===== config.mk =====
export PLATFORM = sky130hd
export DESIGN_NAME = exec_core
export DESIGN_NICKNAME = d
export VERILOG_FILES = /design/src/hdl/exec_pkg.sv /design/src/hdl/alu_unit.sv /design/src/hdl/exec_core.sv /design/src/hdl/gpr_file.sv /design/src/hdl/issue_ctrl.sv /design/src/hdl/muldiv_unit.sv /design/src/hdl/wb_arbiter.sv
export SDC_FILE = /design/constraint.sdc
export NUM_CORES = 2
export LEC_CHECK = 0
export BUFFER_PORTS_ARGS = -buffer_cell sky130_fd_sc_hd__buf_4
export CAP_MARGIN = 20
export CORE_MARGIN = 3
export CORE_UTILIZATION = 58
export CTS_CLUSTER_DIAMETER = 60
export CTS_CLUSTER_SIZE = 20
export DETAILED_ROUTE_END_ITERATION = 12
export GPL_TIMING_DRIVEN = 1
export PLACE_DENSITY = 0.77
export SLEW_MARGIN = 30
export SYNTH_ARGS = -nofsm -noshare
export SYNTH_HDL_FRONTEND = slang
export SYNTH_SLANG_ARGS = --single-unit

===== constraint.sdc =====
create_clock -name clk -period 4.2 [get_ports clk]
set_input_delay 0.84 -clock clk [delete_from_list [all_inputs] [get_ports clk]]
set_output_delay 0.84 -clock clk [all_outputs]
set_load 0.005 [all_outputs]

===== src/hdl/exec_pkg.sv =====
// shared widths, opcode and multiply/divide state enums, commit id type
`default_nettype none

package exec_pkg;

    localparam int REG_ADDR_W = 5;
    localparam int NUM_REGS   = 32;

    // rolling tag, wide enough for three instructions in flight
    typedef logic [1:0] commit_id_t;

    typedef enum logic [3:0] {
        // single-cycle alu group
        OP_ADD   = 4'd0,
        OP_SUB   = 4'd1,
        OP_AND   = 4'd2,
        OP_OR    = 4'd3,
        OP_XOR   = 4'd4,
        OP_SLL   = 4'd5,
        OP_SRL   = 4'd6,
        OP_SRA   = 4'd7,
        OP_SLT   = 4'd8,
        OP_SLTU  = 4'd9,
        // iterative unsigned mul/div group
        OP_MUL   = 4'd10,
        OP_MULHU = 4'd11,
        OP_DIVU  = 4'd12,
        OP_REMU  = 4'd13
    } op_e;

    typedef enum logic [1:0] {
        MD_IDLE = 2'd0,
        MD_BUSY = 2'd1,
        MD_DONE = 2'd2   // result held for the write-back arbiter
    } md_state_e;

endpackage

`default_nettype wire


===== src/hdl/alu_unit.sv =====
// single-cycle integer alu, rv32i semantics, registered result
`timescale 1ns/1ns
`default_nettype none

module alu_unit #(
    parameter int DATA_W = 32
) (
    input  wire                             clk,
    input  wire                             rst_n_i,
    input  wire                             req_i,
    input  wire exec_pkg::op_e              op_i,
    input  wire [DATA_W-1:0]                opa_i,
    input  wire [DATA_W-1:0]                opb_i,
    input  wire [exec_pkg::REG_ADDR_W-1:0]  rd_i,
    input  wire exec_pkg::commit_id_t       id_i,
    output logic                            res_valid_o,
    output logic [exec_pkg::REG_ADDR_W-1:0] res_rd_o,
    output logic [DATA_W-1:0]               res_data_o,
    output exec_pkg::commit_id_t            res_id_o
);
    import exec_pkg::*;

    localparam int SHAMT_W = $clog2(DATA_W);

    logic [SHAMT_W-1:0] shamt;
    logic [DATA_W-1:0]  result;

    assign shamt = opb_i[SHAMT_W-1:0];

    always_comb begin
        case (op_i)
            OP_ADD:  result = opa_i + opb_i;
            OP_SUB:  result = opa_i - opb_i;
            OP_AND:  result = opa_i & opb_i;
            OP_OR:   result = opa_i | opb_i;
            OP_XOR:  result = opa_i ^ opb_i;
            OP_SLL:  result = opa_i << shamt;
            OP_SRL:  result = opa_i >> shamt;
            OP_SRA:  result = $unsigned($signed(opa_i) >>> shamt);
            OP_SLT:  result = {{(DATA_W-1){1'b0}}, $signed(opa_i) < $signed(opb_i)};
            OP_SLTU: result = {{(DATA_W-1){1'b0}}, opa_i < opb_i};
            default: result = '0;   // mul/div ops never routed here
        endcase
    end

    always_ff @(posedge clk) begin
        if (!rst_n_i) begin
            res_valid_o <= 1'b0;
        end else begin
            res_valid_o <= req_i;   // one cycle only, arbiter always takes it
        end
    end

    always_ff @(posedge clk) begin
        if (req_i) begin
            res_data_o <= result;
            res_rd_o   <= rd_i;
            res_id_o   <= id_i;
        end
    end

endmodule

`default_nettype wire


===== src/hdl/exec_core.sv =====
// execution back end top, issue control, register file, alu, mul/div, write-back
`timescale 1ns/1ns
`default_nettype none

module exec_core #(
    parameter int DATA_W = 32
) (
    input  wire                             clk,
    input  wire                             rst_n_i,
    input  wire                             issue_valid_i,
    output wire                             issue_ready_o,
    input  wire exec_pkg::op_e              issue_op_i,
    input  wire [exec_pkg::REG_ADDR_W-1:0]  issue_rd_i,
    input  wire [exec_pkg::REG_ADDR_W-1:0]  issue_rs1_i,
    input  wire [exec_pkg::REG_ADDR_W-1:0]  issue_rs2_i,
    input  wire                             issue_use_imm_i,
    input  wire [DATA_W-1:0]                issue_imm_i,
    output wire                             commit_valid_o,
    output exec_pkg::commit_id_t            commit_id_o,
    output wire [exec_pkg::REG_ADDR_W-1:0]  commit_rd_o,
    output wire [DATA_W-1:0]                commit_data_o
);
    import exec_pkg::*;

    // register file ports
    logic [REG_ADDR_W-1:0] rs1_addr, rs2_addr, reg_waddr;
    logic [DATA_W-1:0]     rs1_data, rs2_data, reg_wdata;
    logic                  reg_we;
    // dispatch
    logic                  alu_req, md_req, md_busy;
    op_e                   disp_op;
    logic [DATA_W-1:0]     disp_opa, disp_opb;
    logic [REG_ADDR_W-1:0] disp_rd;
    commit_id_t            disp_id;
    // unit results
    logic                  alu_res_valid, md_res_valid, md_wb_ready;
    logic [REG_ADDR_W-1:0] alu_res_rd, md_res_rd;
    logic [DATA_W-1:0]     alu_res_data, md_res_data;
    commit_id_t            alu_res_id, md_res_id;

    gpr_file #(.DATA_W(DATA_W)) u_gpr_file (
        .clk(clk), .rst_n_i(rst_n_i),
        .we_i(reg_we), .waddr_i(reg_waddr), .wdata_i(reg_wdata),
        .raddr1_i(rs1_addr), .raddr2_i(rs2_addr),
        .rdata1_o(rs1_data), .rdata2_o(rs2_data)
    );

    issue_ctrl #(.DATA_W(DATA_W)) u_issue_ctrl (
        .clk(clk), .rst_n_i(rst_n_i),
        .issue_valid_i(issue_valid_i), .issue_ready_o(issue_ready_o),
        .issue_op_i(issue_op_i), .issue_rd_i(issue_rd_i),
        .issue_rs1_i(issue_rs1_i), .issue_rs2_i(issue_rs2_i),
        .issue_use_imm_i(issue_use_imm_i), .issue_imm_i(issue_imm_i),
        .rs1_addr_o(rs1_addr), .rs2_addr_o(rs2_addr),
        .rs1_data_i(rs1_data), .rs2_data_i(rs2_data),
        .md_busy_i(md_busy),
        .clear_valid_i(commit_valid_o), .clear_rd_i(commit_rd_o),   // commit frees rd
        .alu_req_o(alu_req), .md_req_o(md_req), .op_o(disp_op),
        .opa_o(disp_opa), .opb_o(disp_opb), .rd_o(disp_rd), .id_o(disp_id)
    );

    alu_unit #(.DATA_W(DATA_W)) u_alu_unit (
        .clk(clk), .rst_n_i(rst_n_i),
        .req_i(alu_req), .op_i(disp_op), .opa_i(disp_opa), .opb_i(disp_opb),
        .rd_i(disp_rd), .id_i(disp_id),
        .res_valid_o(alu_res_valid), .res_rd_o(alu_res_rd),
        .res_data_o(alu_res_data), .res_id_o(alu_res_id)
    );

    muldiv_unit #(.DATA_W(DATA_W)) u_muldiv_unit (
        .clk(clk), .rst_n_i(rst_n_i),
        .req_i(md_req), .op_i(disp_op), .opa_i(disp_opa), .opb_i(disp_opb),
        .rd_i(disp_rd), .id_i(disp_id), .busy_o(md_busy),
        .res_valid_o(md_res_valid), .res_rd_o(md_res_rd),
        .res_data_o(md_res_data), .res_id_o(md_res_id),
        .wb_ready_i(md_wb_ready)
    );

    wb_arbiter #(.DATA_W(DATA_W)) u_wb_arbiter (
        .clk(clk), .rst_n_i(rst_n_i),
        .alu_valid_i(alu_res_valid), .alu_rd_i(alu_res_rd),
        .alu_data_i(alu_res_data), .alu_id_i(alu_res_id),
        .md_valid_i(md_res_valid), .md_rd_i(md_res_rd),
        .md_data_i(md_res_data), .md_id_i(md_res_id),
        .md_wb_ready_o(md_wb_ready),
        .reg_we_o(reg_we), .reg_waddr_o(reg_waddr), .reg_wdata_o(reg_wdata),
        .commit_valid_o(commit_valid_o), .commit_id_o(commit_id_o),
        .commit_rd_o(commit_rd_o), .commit_data_o(commit_data_o)
    );

endmodule

`default_nettype wire


===== src/hdl/gpr_file.sv =====
// general register file, two async read ports, x0 hardwired to zero
`timescale 1ns/1ns
`default_nettype none

module gpr_file #(
    parameter int DATA_W = 32
) (
    input  wire                            clk,
    input  wire                            rst_n_i,
    input  wire                            we_i,
    input  wire [exec_pkg::REG_ADDR_W-1:0] waddr_i,
    input  wire [DATA_W-1:0]               wdata_i,
    input  wire [exec_pkg::REG_ADDR_W-1:0] raddr1_i,
    input  wire [exec_pkg::REG_ADDR_W-1:0] raddr2_i,
    output logic [DATA_W-1:0]              rdata1_o,
    output logic [DATA_W-1:0]              rdata2_o
);
    import exec_pkg::*;

    logic [DATA_W-1:0] regs [NUM_REGS];

    always_ff @(posedge clk) begin
        if (!rst_n_i) begin
            for (int i = 0; i < NUM_REGS; i++) begin
                regs[i] <= '0;
            end
        end else if (we_i && waddr_i != '0) begin
            regs[waddr_i] <= wdata_i;
        end
    end

    // no bypass, a same-cycle write shows up next cycle
    assign rdata1_o = (raddr1_i == '0) ? '0 : regs[raddr1_i];
    assign rdata2_o = (raddr2_i == '0) ? '0 : regs[raddr2_i];

    // commits to x0 are reported upstream but must leave the storage untouched
    a_x0_kept: assert property (@(posedge clk) disable iff (!rst_n_i)
        (we_i && waddr_i == '0) |=> (regs[0] == '0));

endmodule

`default_nettype wire


===== src/hdl/issue_ctrl.sv =====
// issue handshake, register scoreboard, operand select and dispatch register
`timescale 1ns/1ns
`default_nettype none

module issue_ctrl #(
    parameter int DATA_W = 32
) (
    input  wire                            clk,
    input  wire                            rst_n_i,
    // issue port
    input  wire                            issue_valid_i,
    output logic                           issue_ready_o,
    input  wire exec_pkg::op_e             issue_op_i,
    input  wire [exec_pkg::REG_ADDR_W-1:0] issue_rd_i,
    input  wire [exec_pkg::REG_ADDR_W-1:0] issue_rs1_i,
    input  wire [exec_pkg::REG_ADDR_W-1:0] issue_rs2_i,
    input  wire                            issue_use_imm_i,
    input  wire [DATA_W-1:0]               issue_imm_i,
    // register file read side
    output logic [exec_pkg::REG_ADDR_W-1:0] rs1_addr_o,
    output logic [exec_pkg::REG_ADDR_W-1:0] rs2_addr_o,
    input  wire [DATA_W-1:0]               rs1_data_i,
    input  wire [DATA_W-1:0]               rs2_data_i,
    input  wire                            md_busy_i,
    // commit feedback
    input  wire                            clear_valid_i,
    input  wire [exec_pkg::REG_ADDR_W-1:0] clear_rd_i,
    // dispatch to execution units
    output logic                           alu_req_o,
    output logic                           md_req_o,
    output exec_pkg::op_e                  op_o,
    output logic [DATA_W-1:0]              opa_o,
    output logic [DATA_W-1:0]              opb_o,
    output logic [exec_pkg::REG_ADDR_W-1:0] rd_o,
    output exec_pkg::commit_id_t           id_o
);
    import exec_pkg::*;

    logic [NUM_REGS-1:0] pend_q;   // rd awaiting commit
    logic [NUM_REGS-1:0] pend_set;
    logic [NUM_REGS-1:0] pend_clr;
    commit_id_t          id_cnt_q;
    logic                is_md;
    logic                raw_waw;
    logic                md_inflight;
    logic                accept;

    assign is_md = issue_op_i inside {OP_MUL, OP_MULHU, OP_DIVU, OP_REMU};

    // bit 0 is never set, so x0 never stalls
    assign raw_waw = pend_q[issue_rs1_i] | pend_q[issue_rs2_i] | pend_q[issue_rd_i];

    // a mul/div sitting in the dispatch register counts as in flight too
    assign md_inflight   = md_busy_i | md_req_o;
    assign issue_ready_o = !raw_waw && !(is_md && md_inflight);
    assign accept        = issue_valid_i && issue_ready_o;

    assign rs1_addr_o = issue_rs1_i;
    assign rs2_addr_o = issue_rs2_i;

    assign pend_clr = clear_valid_i ? (NUM_REGS'(1) << clear_rd_i) : '0;
    assign pend_set = (accept && issue_rd_i != '0) ? (NUM_REGS'(1) << issue_rd_i) : '0;

    always_ff @(posedge clk) begin
        if (!rst_n_i) begin
            pend_q    <= '0;
            id_cnt_q  <= '0;
            alu_req_o <= 1'b0;
            md_req_o  <= 1'b0;
        end else begin
            pend_q    <= (pend_q & ~pend_clr) | pend_set;
            alu_req_o <= accept && !is_md;
            md_req_o  <= accept && is_md;
            if (accept) begin
                id_cnt_q <= id_cnt_q + 1'b1;
            end
        end
    end

    // dispatch payload
    always_ff @(posedge clk) begin
        if (accept) begin
            op_o  <= issue_op_i;
            opa_o <= rs1_data_i;
            opb_o <= issue_use_imm_i ? issue_imm_i : rs2_data_i;
            rd_o  <= issue_rd_i;
            id_o  <= id_cnt_q;
        end
    end

    // the busy stall has to keep a second mul/div away from a running unit
    a_md_not_busy: assert property (@(posedge clk) disable iff (!rst_n_i)
        $rose(md_req_o) |-> !md_busy_i);

endmodule

`default_nettype wire


===== src/hdl/muldiv_unit.sv =====
// iterative unsigned shift-add multiplier and restoring divider
// result held in MD_DONE until write-back accepts it
`timescale 1ns/1ns
`default_nettype none

module muldiv_unit #(
    parameter int DATA_W = 32
) (
    input  wire                             clk,
    input  wire                             rst_n_i,
    input  wire                             req_i,
    input  wire exec_pkg::op_e              op_i,
    input  wire [DATA_W-1:0]                opa_i,
    input  wire [DATA_W-1:0]                opb_i,
    input  wire [exec_pkg::REG_ADDR_W-1:0]  rd_i,
    input  wire exec_pkg::commit_id_t       id_i,
    output logic                            busy_o,
    output logic                            res_valid_o,
    output logic [exec_pkg::REG_ADDR_W-1:0] res_rd_o,
    output logic [DATA_W-1:0]               res_data_o,
    output exec_pkg::commit_id_t            res_id_o,
    input  wire                             wb_ready_i
);
    import exec_pkg::*;

    localparam int CNT_W = $clog2(DATA_W + 1);

    md_state_e         state_q;
    logic [CNT_W-1:0]  cnt_q;
    op_e               op_q;
    logic [DATA_W-1:0] acc_hi;    // partial product high half / remainder
    logic [DATA_W-1:0] acc_lo;    // multiplier bits / quotient bits
    logic [DATA_W-1:0] opb_q;     // multiplicand or divisor
    logic              is_mul;
    logic [DATA_W:0]   mul_sum;
    logic [DATA_W:0]   div_shift;
    logic [DATA_W:0]   div_diff;
    logic              div_ge;
    logic              last_step;

    assign is_mul    = op_q inside {OP_MUL, OP_MULHU};
    assign last_step = (cnt_q == CNT_W'(DATA_W));

    assign mul_sum   = {1'b0, acc_hi} + (acc_lo[0] ? {1'b0, opb_q} : '0);
    assign div_shift = {acc_hi, acc_lo[DATA_W-1]};
    assign div_ge    = div_shift >= {1'b0, opb_q};
    assign div_diff  = div_shift - {1'b0, opb_q};

    always_ff @(posedge clk) begin
        if (!rst_n_i) begin
            state_q <= MD_IDLE;
        end else begin
            case (state_q)
                MD_IDLE: if (req_i) state_q <= MD_BUSY;
                MD_BUSY: if (last_step) state_q <= MD_DONE;
                MD_DONE: if (wb_ready_i) state_q <= MD_IDLE;
                default: state_q <= MD_IDLE;
            endcase
        end
    end

    // counter restarts on every new request
    always_ff @(posedge clk) begin
        if (state_q == MD_IDLE && req_i) begin
            op_q     <= op_i;
            res_rd_o <= rd_i;
            res_id_o <= id_i;
            opb_q    <= opb_i;
            acc_hi   <= '0;
            acc_lo   <= opa_i;
            cnt_q    <= '0;
        end else if (state_q == MD_BUSY && !last_step) begin
            cnt_q <= cnt_q + 1'b1;
            if (is_mul) begin
                acc_hi <= mul_sum[DATA_W:1];
                acc_lo <= {mul_sum[0], acc_lo[DATA_W-1:1]};
            end else begin
                // divisor 0 keeps every bit set and shifts the dividend into acc_hi
                acc_hi <= div_ge ? div_diff[DATA_W-1:0] : div_shift[DATA_W-1:0];
                acc_lo <= {acc_lo[DATA_W-2:0], div_ge};
            end
        end else if (state_q == MD_BUSY) begin
            // extra cycle picks the half the opcode asks for
            case (op_q)
                OP_MULHU, OP_REMU: res_data_o <= acc_hi;
                default:           res_data_o <= acc_lo;
            endcase
        end
    end

    assign busy_o      = (state_q != MD_IDLE);
    assign res_valid_o = (state_q == MD_DONE);

    a_hold_result: assert property (@(posedge clk) disable iff (!rst_n_i)
        (state_q == MD_DONE && !wb_ready_i) |=>
            (state_q == MD_DONE && $stable(res_data_o) && $stable(res_rd_o)
             && $stable(res_id_o)));

endmodule

`default_nettype wire


===== src/hdl/wb_arbiter.sv =====
// write-back arbiter, alu first, mul/div back-pressured
`timescale 1ns/1ns
`default_nettype none

module wb_arbiter #(
    parameter int DATA_W = 32
) (
    input  wire                             clk,
    input  wire                             rst_n_i,
    // alu result
    input  wire                             alu_valid_i,
    input  wire [exec_pkg::REG_ADDR_W-1:0]  alu_rd_i,
    input  wire [DATA_W-1:0]                alu_data_i,
    input  wire exec_pkg::commit_id_t       alu_id_i,
    // mul/div result
    input  wire                             md_valid_i,
    input  wire [exec_pkg::REG_ADDR_W-1:0]  md_rd_i,
    input  wire [DATA_W-1:0]                md_data_i,
    input  wire exec_pkg::commit_id_t       md_id_i,
    output logic                            md_wb_ready_o,
    // register file write
    output logic                            reg_we_o,
    output logic [exec_pkg::REG_ADDR_W-1:0] reg_waddr_o,
    output logic [DATA_W-1:0]               reg_wdata_o,
    // commit report
    output logic                            commit_valid_o,
    output exec_pkg::commit_id_t            commit_id_o,
    output logic [exec_pkg::REG_ADDR_W-1:0] commit_rd_o,
    output logic [DATA_W-1:0]               commit_data_o
);

    // alu result lasts one cycle and cannot wait
    assign md_wb_ready_o = !alu_valid_i;

    always_comb begin
        commit_valid_o = alu_valid_i | md_valid_i;
        if (alu_valid_i) begin
            commit_id_o   = alu_id_i;
            commit_rd_o   = alu_rd_i;
            commit_data_o = alu_data_i;
        end else begin
            commit_id_o   = md_id_i;
            commit_rd_o   = md_rd_i;
            commit_data_o = md_data_i;
        end
    end

    assign reg_we_o    = commit_valid_o;
    assign reg_waddr_o = commit_rd_o;
    assign reg_wdata_o = commit_data_o;

    // id counter wrap must never put the same tag in both units
    a_unique_id: assert property (@(posedge clk) disable iff (!rst_n_i)
        !(alu_valid_i && md_valid_i && alu_id_i == md_id_i));

endmodule

`default_nettype wire


# == After elaboration in Yosys (flattened, before gate mapping) ==
# Memory sizes are Yosys's and may differ from the RTL's. A register that Yosys moved wholly into a read port is not among the register bits.
# Index checks and enable logic that the tools add are counted.
# classes
n_div,0
n_shift,5
bitwise,12
n_addsub,6
mux,32
eq_ne,22
magnitude_cmp,6
mul,0
reduce_logical,27
# ops
operator,n
$mux 32,13
$pmux 32 s10,1
$and 32x32->32,2
$lt 32x32->1,2
$or 32x32->32,2
$shl 1x5->32 const A,2
$sub 32x32->32,2
$eq 4x4->1 const B,9
$add 32x32->33,1
$ge 33x32->1,1
$add 32x32->32,1
$not 32->32,1
$reduce_or 32->1,1
$shl 32x5->32,1
$shr 32x5->32,1
$sshr 32x5->32,1
$xor 32x32->32,1
$lt 5x6->1 const B,3
$eq 4x3->1 const B,4
$bmux 1 s5,3
$logic_not 5->1,2
$mux 5,2
$reduce_bool 5->1,2
$logic_and 1x1->1,9
21 further kinds,43
# word_totals
memories,1
mem_bits_ro,0
ff_bits,266
output_inout_bits,41
wordCells,132
inputBits,55
ramBits,1024
latchBits,0
# memory_table
name,depth,width,rd,rd_ports_with_merged_regs,wr,line,text
u_gpr_file.regs,32,32,2,1,32,gpr_file.sv:20,logic [DATA_W-1:0] regs [NUM_REGS];

# == Depth between registers and ports, before layout ==
# logic_depth
ltp_word,10
depth_mapped,15
mapped_depth_nobuf,14

# == Cells and area by module ==
# A second synthesis with hierarchy kept.
# hier_totals
cells_unflattened,6392
hier_area_um2,80075.5
# by_module_without_submodules
module,area_per_inst_um2,cells_each,seq_area_each_um2,n_inst
gpr_file,54204.5,3509,30749.5,1
muldiv_unit,10258.6,1139,4013.8,1
alu_unit,9582.9,1263,1191.1,1
issue_ctrl,5061.1,397,2972.9,1
wb_arbiter,968.4,84,0.0,1

# == Least setup slack after synthesis ==
# No wires, ideal clock.
# synth_timing
kind,register to register
from,register u_issue_ctrl.opb_o[2]
to,"register u_alu_unit.res_data_o[30], data pin"
path_buffers,3
stages_incl_launch_ff,16
synth_period_minus_slack_ns,4.521
setup_time_ns,0.266
arrival_ns,4.255
required_time_ns,3.934
path_slack_ns,-0.321
path_cell_list,edfxtp_1 > inv_2 > buf_1 > clkbuf_1 > clkbuf_1 > ha_1 > a21oi_1 > o21ai_0 > a21oi_1 > o41ai_1 > a21bo_2 > a41o_1 > a311oi_2 > o21ai_0 > a221oi_1 > o21ai_0
# synth_between
elab_chain_cells,2
elab_cells_between_ends,6
cone_classes,2 x add/sub; 3 x shift; 1 x mux
# synth_lines
item,line,text
start: declaration,issue_ctrl.sv:33,"output logic [DATA_W-1:0] opb_o,"
start signal: assignment,issue_ctrl.sv:85,opb_o <= issue_use_imm_i ? issue_imm_i : rs2_data_i;
$sub 32x32->32 (tied with other cells),alu_unit.sv:33,OP_SUB: result = opa_i - opb_i;
$pmux 32 s10 (*),alu_unit.sv:31,case (op_i)
named net u_alu_unit.result[30],alu_unit.sv:26,logic [DATA_W-1:0] result;
end signal: assignment,alu_unit.sv:56,res_data_o <= result;
end: declaration,alu_unit.sv:18,"output logic [DATA_W-1:0] res_data_o,"
# The timed path passes the listed nets; every way through them passes the cells marked *.
# A chain may end at the register's enable or synchronous reset.

# == Worst setup path in the final report ==
# layout_timing
from,register u_issue_ctrl.opb_o[1]
to,"register u_alu_unit.res_data_o[27], data pin"
# The elaborated chain is that of the path after synthesis.

==> qor.txt <==
RePlAce Congestion: 1.06
Final Hold Fails: 0
Clock Skew: 0.0708 ns
Area Growth Syn to Fin: 10.8%
number of CTS-inserted buffers: 106
Hold Crit Class: input port to register
CTS tree: done
CP Data Required Time: 4.68 ns
CTS Root Cell: clkbuf_16
Power per Cell Area: 404 nW/um^2
routed wire length: 282 mm
Util after Layout: 64.9%
die height: 368 microns
Synth Warn #: 0
syn avg cell area: 12.0 sq um
setup ws final: 0.253 ns
H-tree levels: 3
Detail Route Antenna Nets: 0
dominant cells by area after synthesis: edfxtp_1 49%, mux4_2 16%, nor2_1 6.5%
post-route setup TNS: 0 ns
initial antenna violation count: 7
clock sink count: 1322
CP Launch Point: u_issue_ctrl.opb_o[1]
xor/xnor cell area share of the yosys netlist: 0.748%
Max clock buf depth: 3
DRT Pass-1 Iters: 8
DR iter-0 viols: 10865
Synth cell types: 87
worst hold slack: 0.241 ns
worst skew pair latency: 0.80 ns
leading area contributor after synthesis: edfxtp_1
CP Max Fanout: 40
final count of pins violating max slew: 0
worst min-delay path startpoint: issue_op_i[0]
core area: 130000 sq um
Lkg Pwr: 31.6 nW
die area: 136000 sq um
#FFs+latches synth: 1322
pre-CTS setup slack: 0.208 ns
peak supply drop: 0.000433 V
io pins: 96
post-synthesis cell count: 6355
via count: 60309
Final period util: 94.0%
end point of the critical path: u_alu_unit.res_data_o[27]
clk slew on worst S/H paths: 0.07 ns
Seq/Total Area, Yosys: 51.1%
gr usage total: 41.1%
layout cells sized above 1: 21.3%
Critical R2R Launch: u_issue_ctrl.opb_o[1]
post-synthesis mux area share: 21.7%
gr ovfl total: 0
Fmax achieved: 253 MHz
Worst setup EP type: register
final period demand of the worst path: 3.95 ns
Adder-Cell Fraction of Synth Area: 2.78%
DR WL/cell: 34.5 microns
Initial Util: 58.6%
Final Setup Violations: 0
via density per instance: 7.36
Synth top area share: 49.1%
Synth Cell Area: 76100 sq um
number of max-cap violations: 0
HPWL after DPL: 184 mm
Post-layout nets: 6577
Buffers on Ports: 95
Worst-Margin Slew: 1.11 ns
# rows: 132
CP Class: register to register
cts hold-fix bufs: 0
Filler Cell Count: 9453
largest net degree at the start of global routing: 85
simple-gate share of the synthesized area: 10.4%
ys flop type: edfxtp_1
worst path arrival time: 4.43 ns
status: finished clean
DR DRC count: 0
Slew headroom: 25.5%
Reg2Reg Depth: 12
placed cells: 7989
most frequent cells in the layout: 1317 x nor2_1, 1245 x edfxtp_1, 541 x mux4_2, 367 x a21oi_1, 346 x buf_4
first-pass GRT wire length: 402 mm
Worst R2R End: u_alu_unit.res_data_o[27]
Compound-Gate Fraction of Synth Area: 9.52%
vias in the first global route: 57933
most common cell after layout, fill and taps aside: nor2_1
Post-synth EDFFs: 1245
largest family of logic cells by synthesized area: multiplexers
unrepaired setup endpoints after global routing: no
R2R Setup Slk: 0.25 ns
Die Width: 368 microns
Setup crit start kind: register
Post-synth ARST share: 0%
Non-Filler Instances: 8189
## stage by stage
| step | power (mW) | area [sq um] |
|---|---|---|
| final | 34.1 | 84400 |
| after global routing | 35.0 | 84400 |
| after CTS | 33.8 | 84400 |
| after detailed placement | 23.2 | 80700 |
| after global placement | 23.1 | 80600 |
| after floorplan | 20.5 | 76300 |
## cell families after synthesis
logic type	Yosys count
and+or+nand+nor	1942
DFF	1322
AOI/OAI and AO/OA	1163
muxes	959
buffers and inverters	736
adders and majority gates	167
xor gates and xnor gates	65
other	1
## Yosys cell counts (49+ instances only)
| master | number |
|---|---|
| inv_1 | 189 |
| a31oi_1 | 49 |
| mux2i_1 | 313 |
| dfxtp_1 | 77 |
| mux2_2 | 105 |
| nand2_1 | 331 |
| nor3_1 | 69 |
| clkbuf_1 | 424 |
| ha_1 | 163 |
| o22ai_1 | 73 |
| mux4_2 | 541 |
| nor2_1 | 1320 |
| edfxtp_1 | 1245 |
| a21oi_1 | 368 |
| o221ai_1 | 72 |
| o21ai_0 | 263 |
| buf_1 | 77 |
## worst min-delay path by stage
| stage | endpoint | slack (ns) | cells past startpoint |
|---|---|---|---|
| after global placement | u_alu_unit.res_id_o[0] | 0.42 | 0 |
| after floorplan | u_alu_unit.res_id_o[0] | 0.42 | 0 |
| after detailed placement | u_muldiv_unit.res_rd_o[4] | 0.43 | 0 |
| after CTS | u_issue_ctrl.alu_req_o | 0.20 | 2 |
| after global routing | u_issue_ctrl.op_o[0] | 0.25 | 1 |
| final | u_issue_ctrl.op_o[0] | 0.24 | 1 |
## power breakdown
part / switching [mW] / leakage, nW / internal, mW
Clock: 5.51 / 1.76 / 5.30
Combinational: 4.64 / 16.6 / 2.95
Sequential: 0.633 / 13.3 / 15.1
Total: 10.8 / 31.6 / 23.3
## layer usage
metal / share of wire [%] / track usage, % / vias up
met4: 9.1 / 30.2 / 10
met2: 42 / 58.1 / 5860
met5: 0.033 / 0 / -
met3: 16 / 13.4 / 1226
li1: - / - / 23991
met1: 33 / 53.1 / 29222
## state kept, by name, indices dropped and copies added, names as in the netlist, 4 cells and up
signal,cells
u_issue_ctrl.op_o,4
u_muldiv_unit.cnt_q,6
u_issue_ctrl.opa_o,32
u_alu_unit.res_data_o,32
u_muldiv_unit.acc_lo,32
u_issue_ctrl.pend_q,32
u_gpr_file.regs,1024
u_muldiv_unit.opb_q,32
u_muldiv_unit.res_rd_o,5
u_issue_ctrl.opb_o,32
u_muldiv_unit.res_data_o,32
u_muldiv_unit.acc_hi,32
u_issue_ctrl.rd_o,5
u_muldiv_unit.op_q,4
u_alu_unit.res_rd_o,5
## final cells by class
class                   count  area (sq um)  share of cell area (%)
inverters                 192           721                   0.854
well taps                1742          2180                    2.58
repair buffers            405          3730                    4.42
flip-flops and latches   1322         38900                    46.1
multi-input cells        4328         35100                    41.6
clock buffers             113          2700                    3.20
diodes                      2          5.00                 0.00593
clock inverters            85          1010                    1.20
## what timing repair did
item	CTS	global route
endpoints found under the setup margin	0	2
buffers inserted	0	0
resized for setup	0	4
## worst max-delay path, cell delays in order, from the launching register on
cell	delay, ns
edfxtp_1	0.36
buf_4	0.40
buf_4	0.54
mux4_2	0.43
mux4_2	0.46
nand2_1	0.09
a21oi_1	0.07
a211oi_1	0.60
o211ai_1	0.17
a21oi_1	0.18
nand2b_1	0.13
mux2_2	0.15
o22ai_1	0.07
Note: power is estimated with default switching activity, not from simulation.
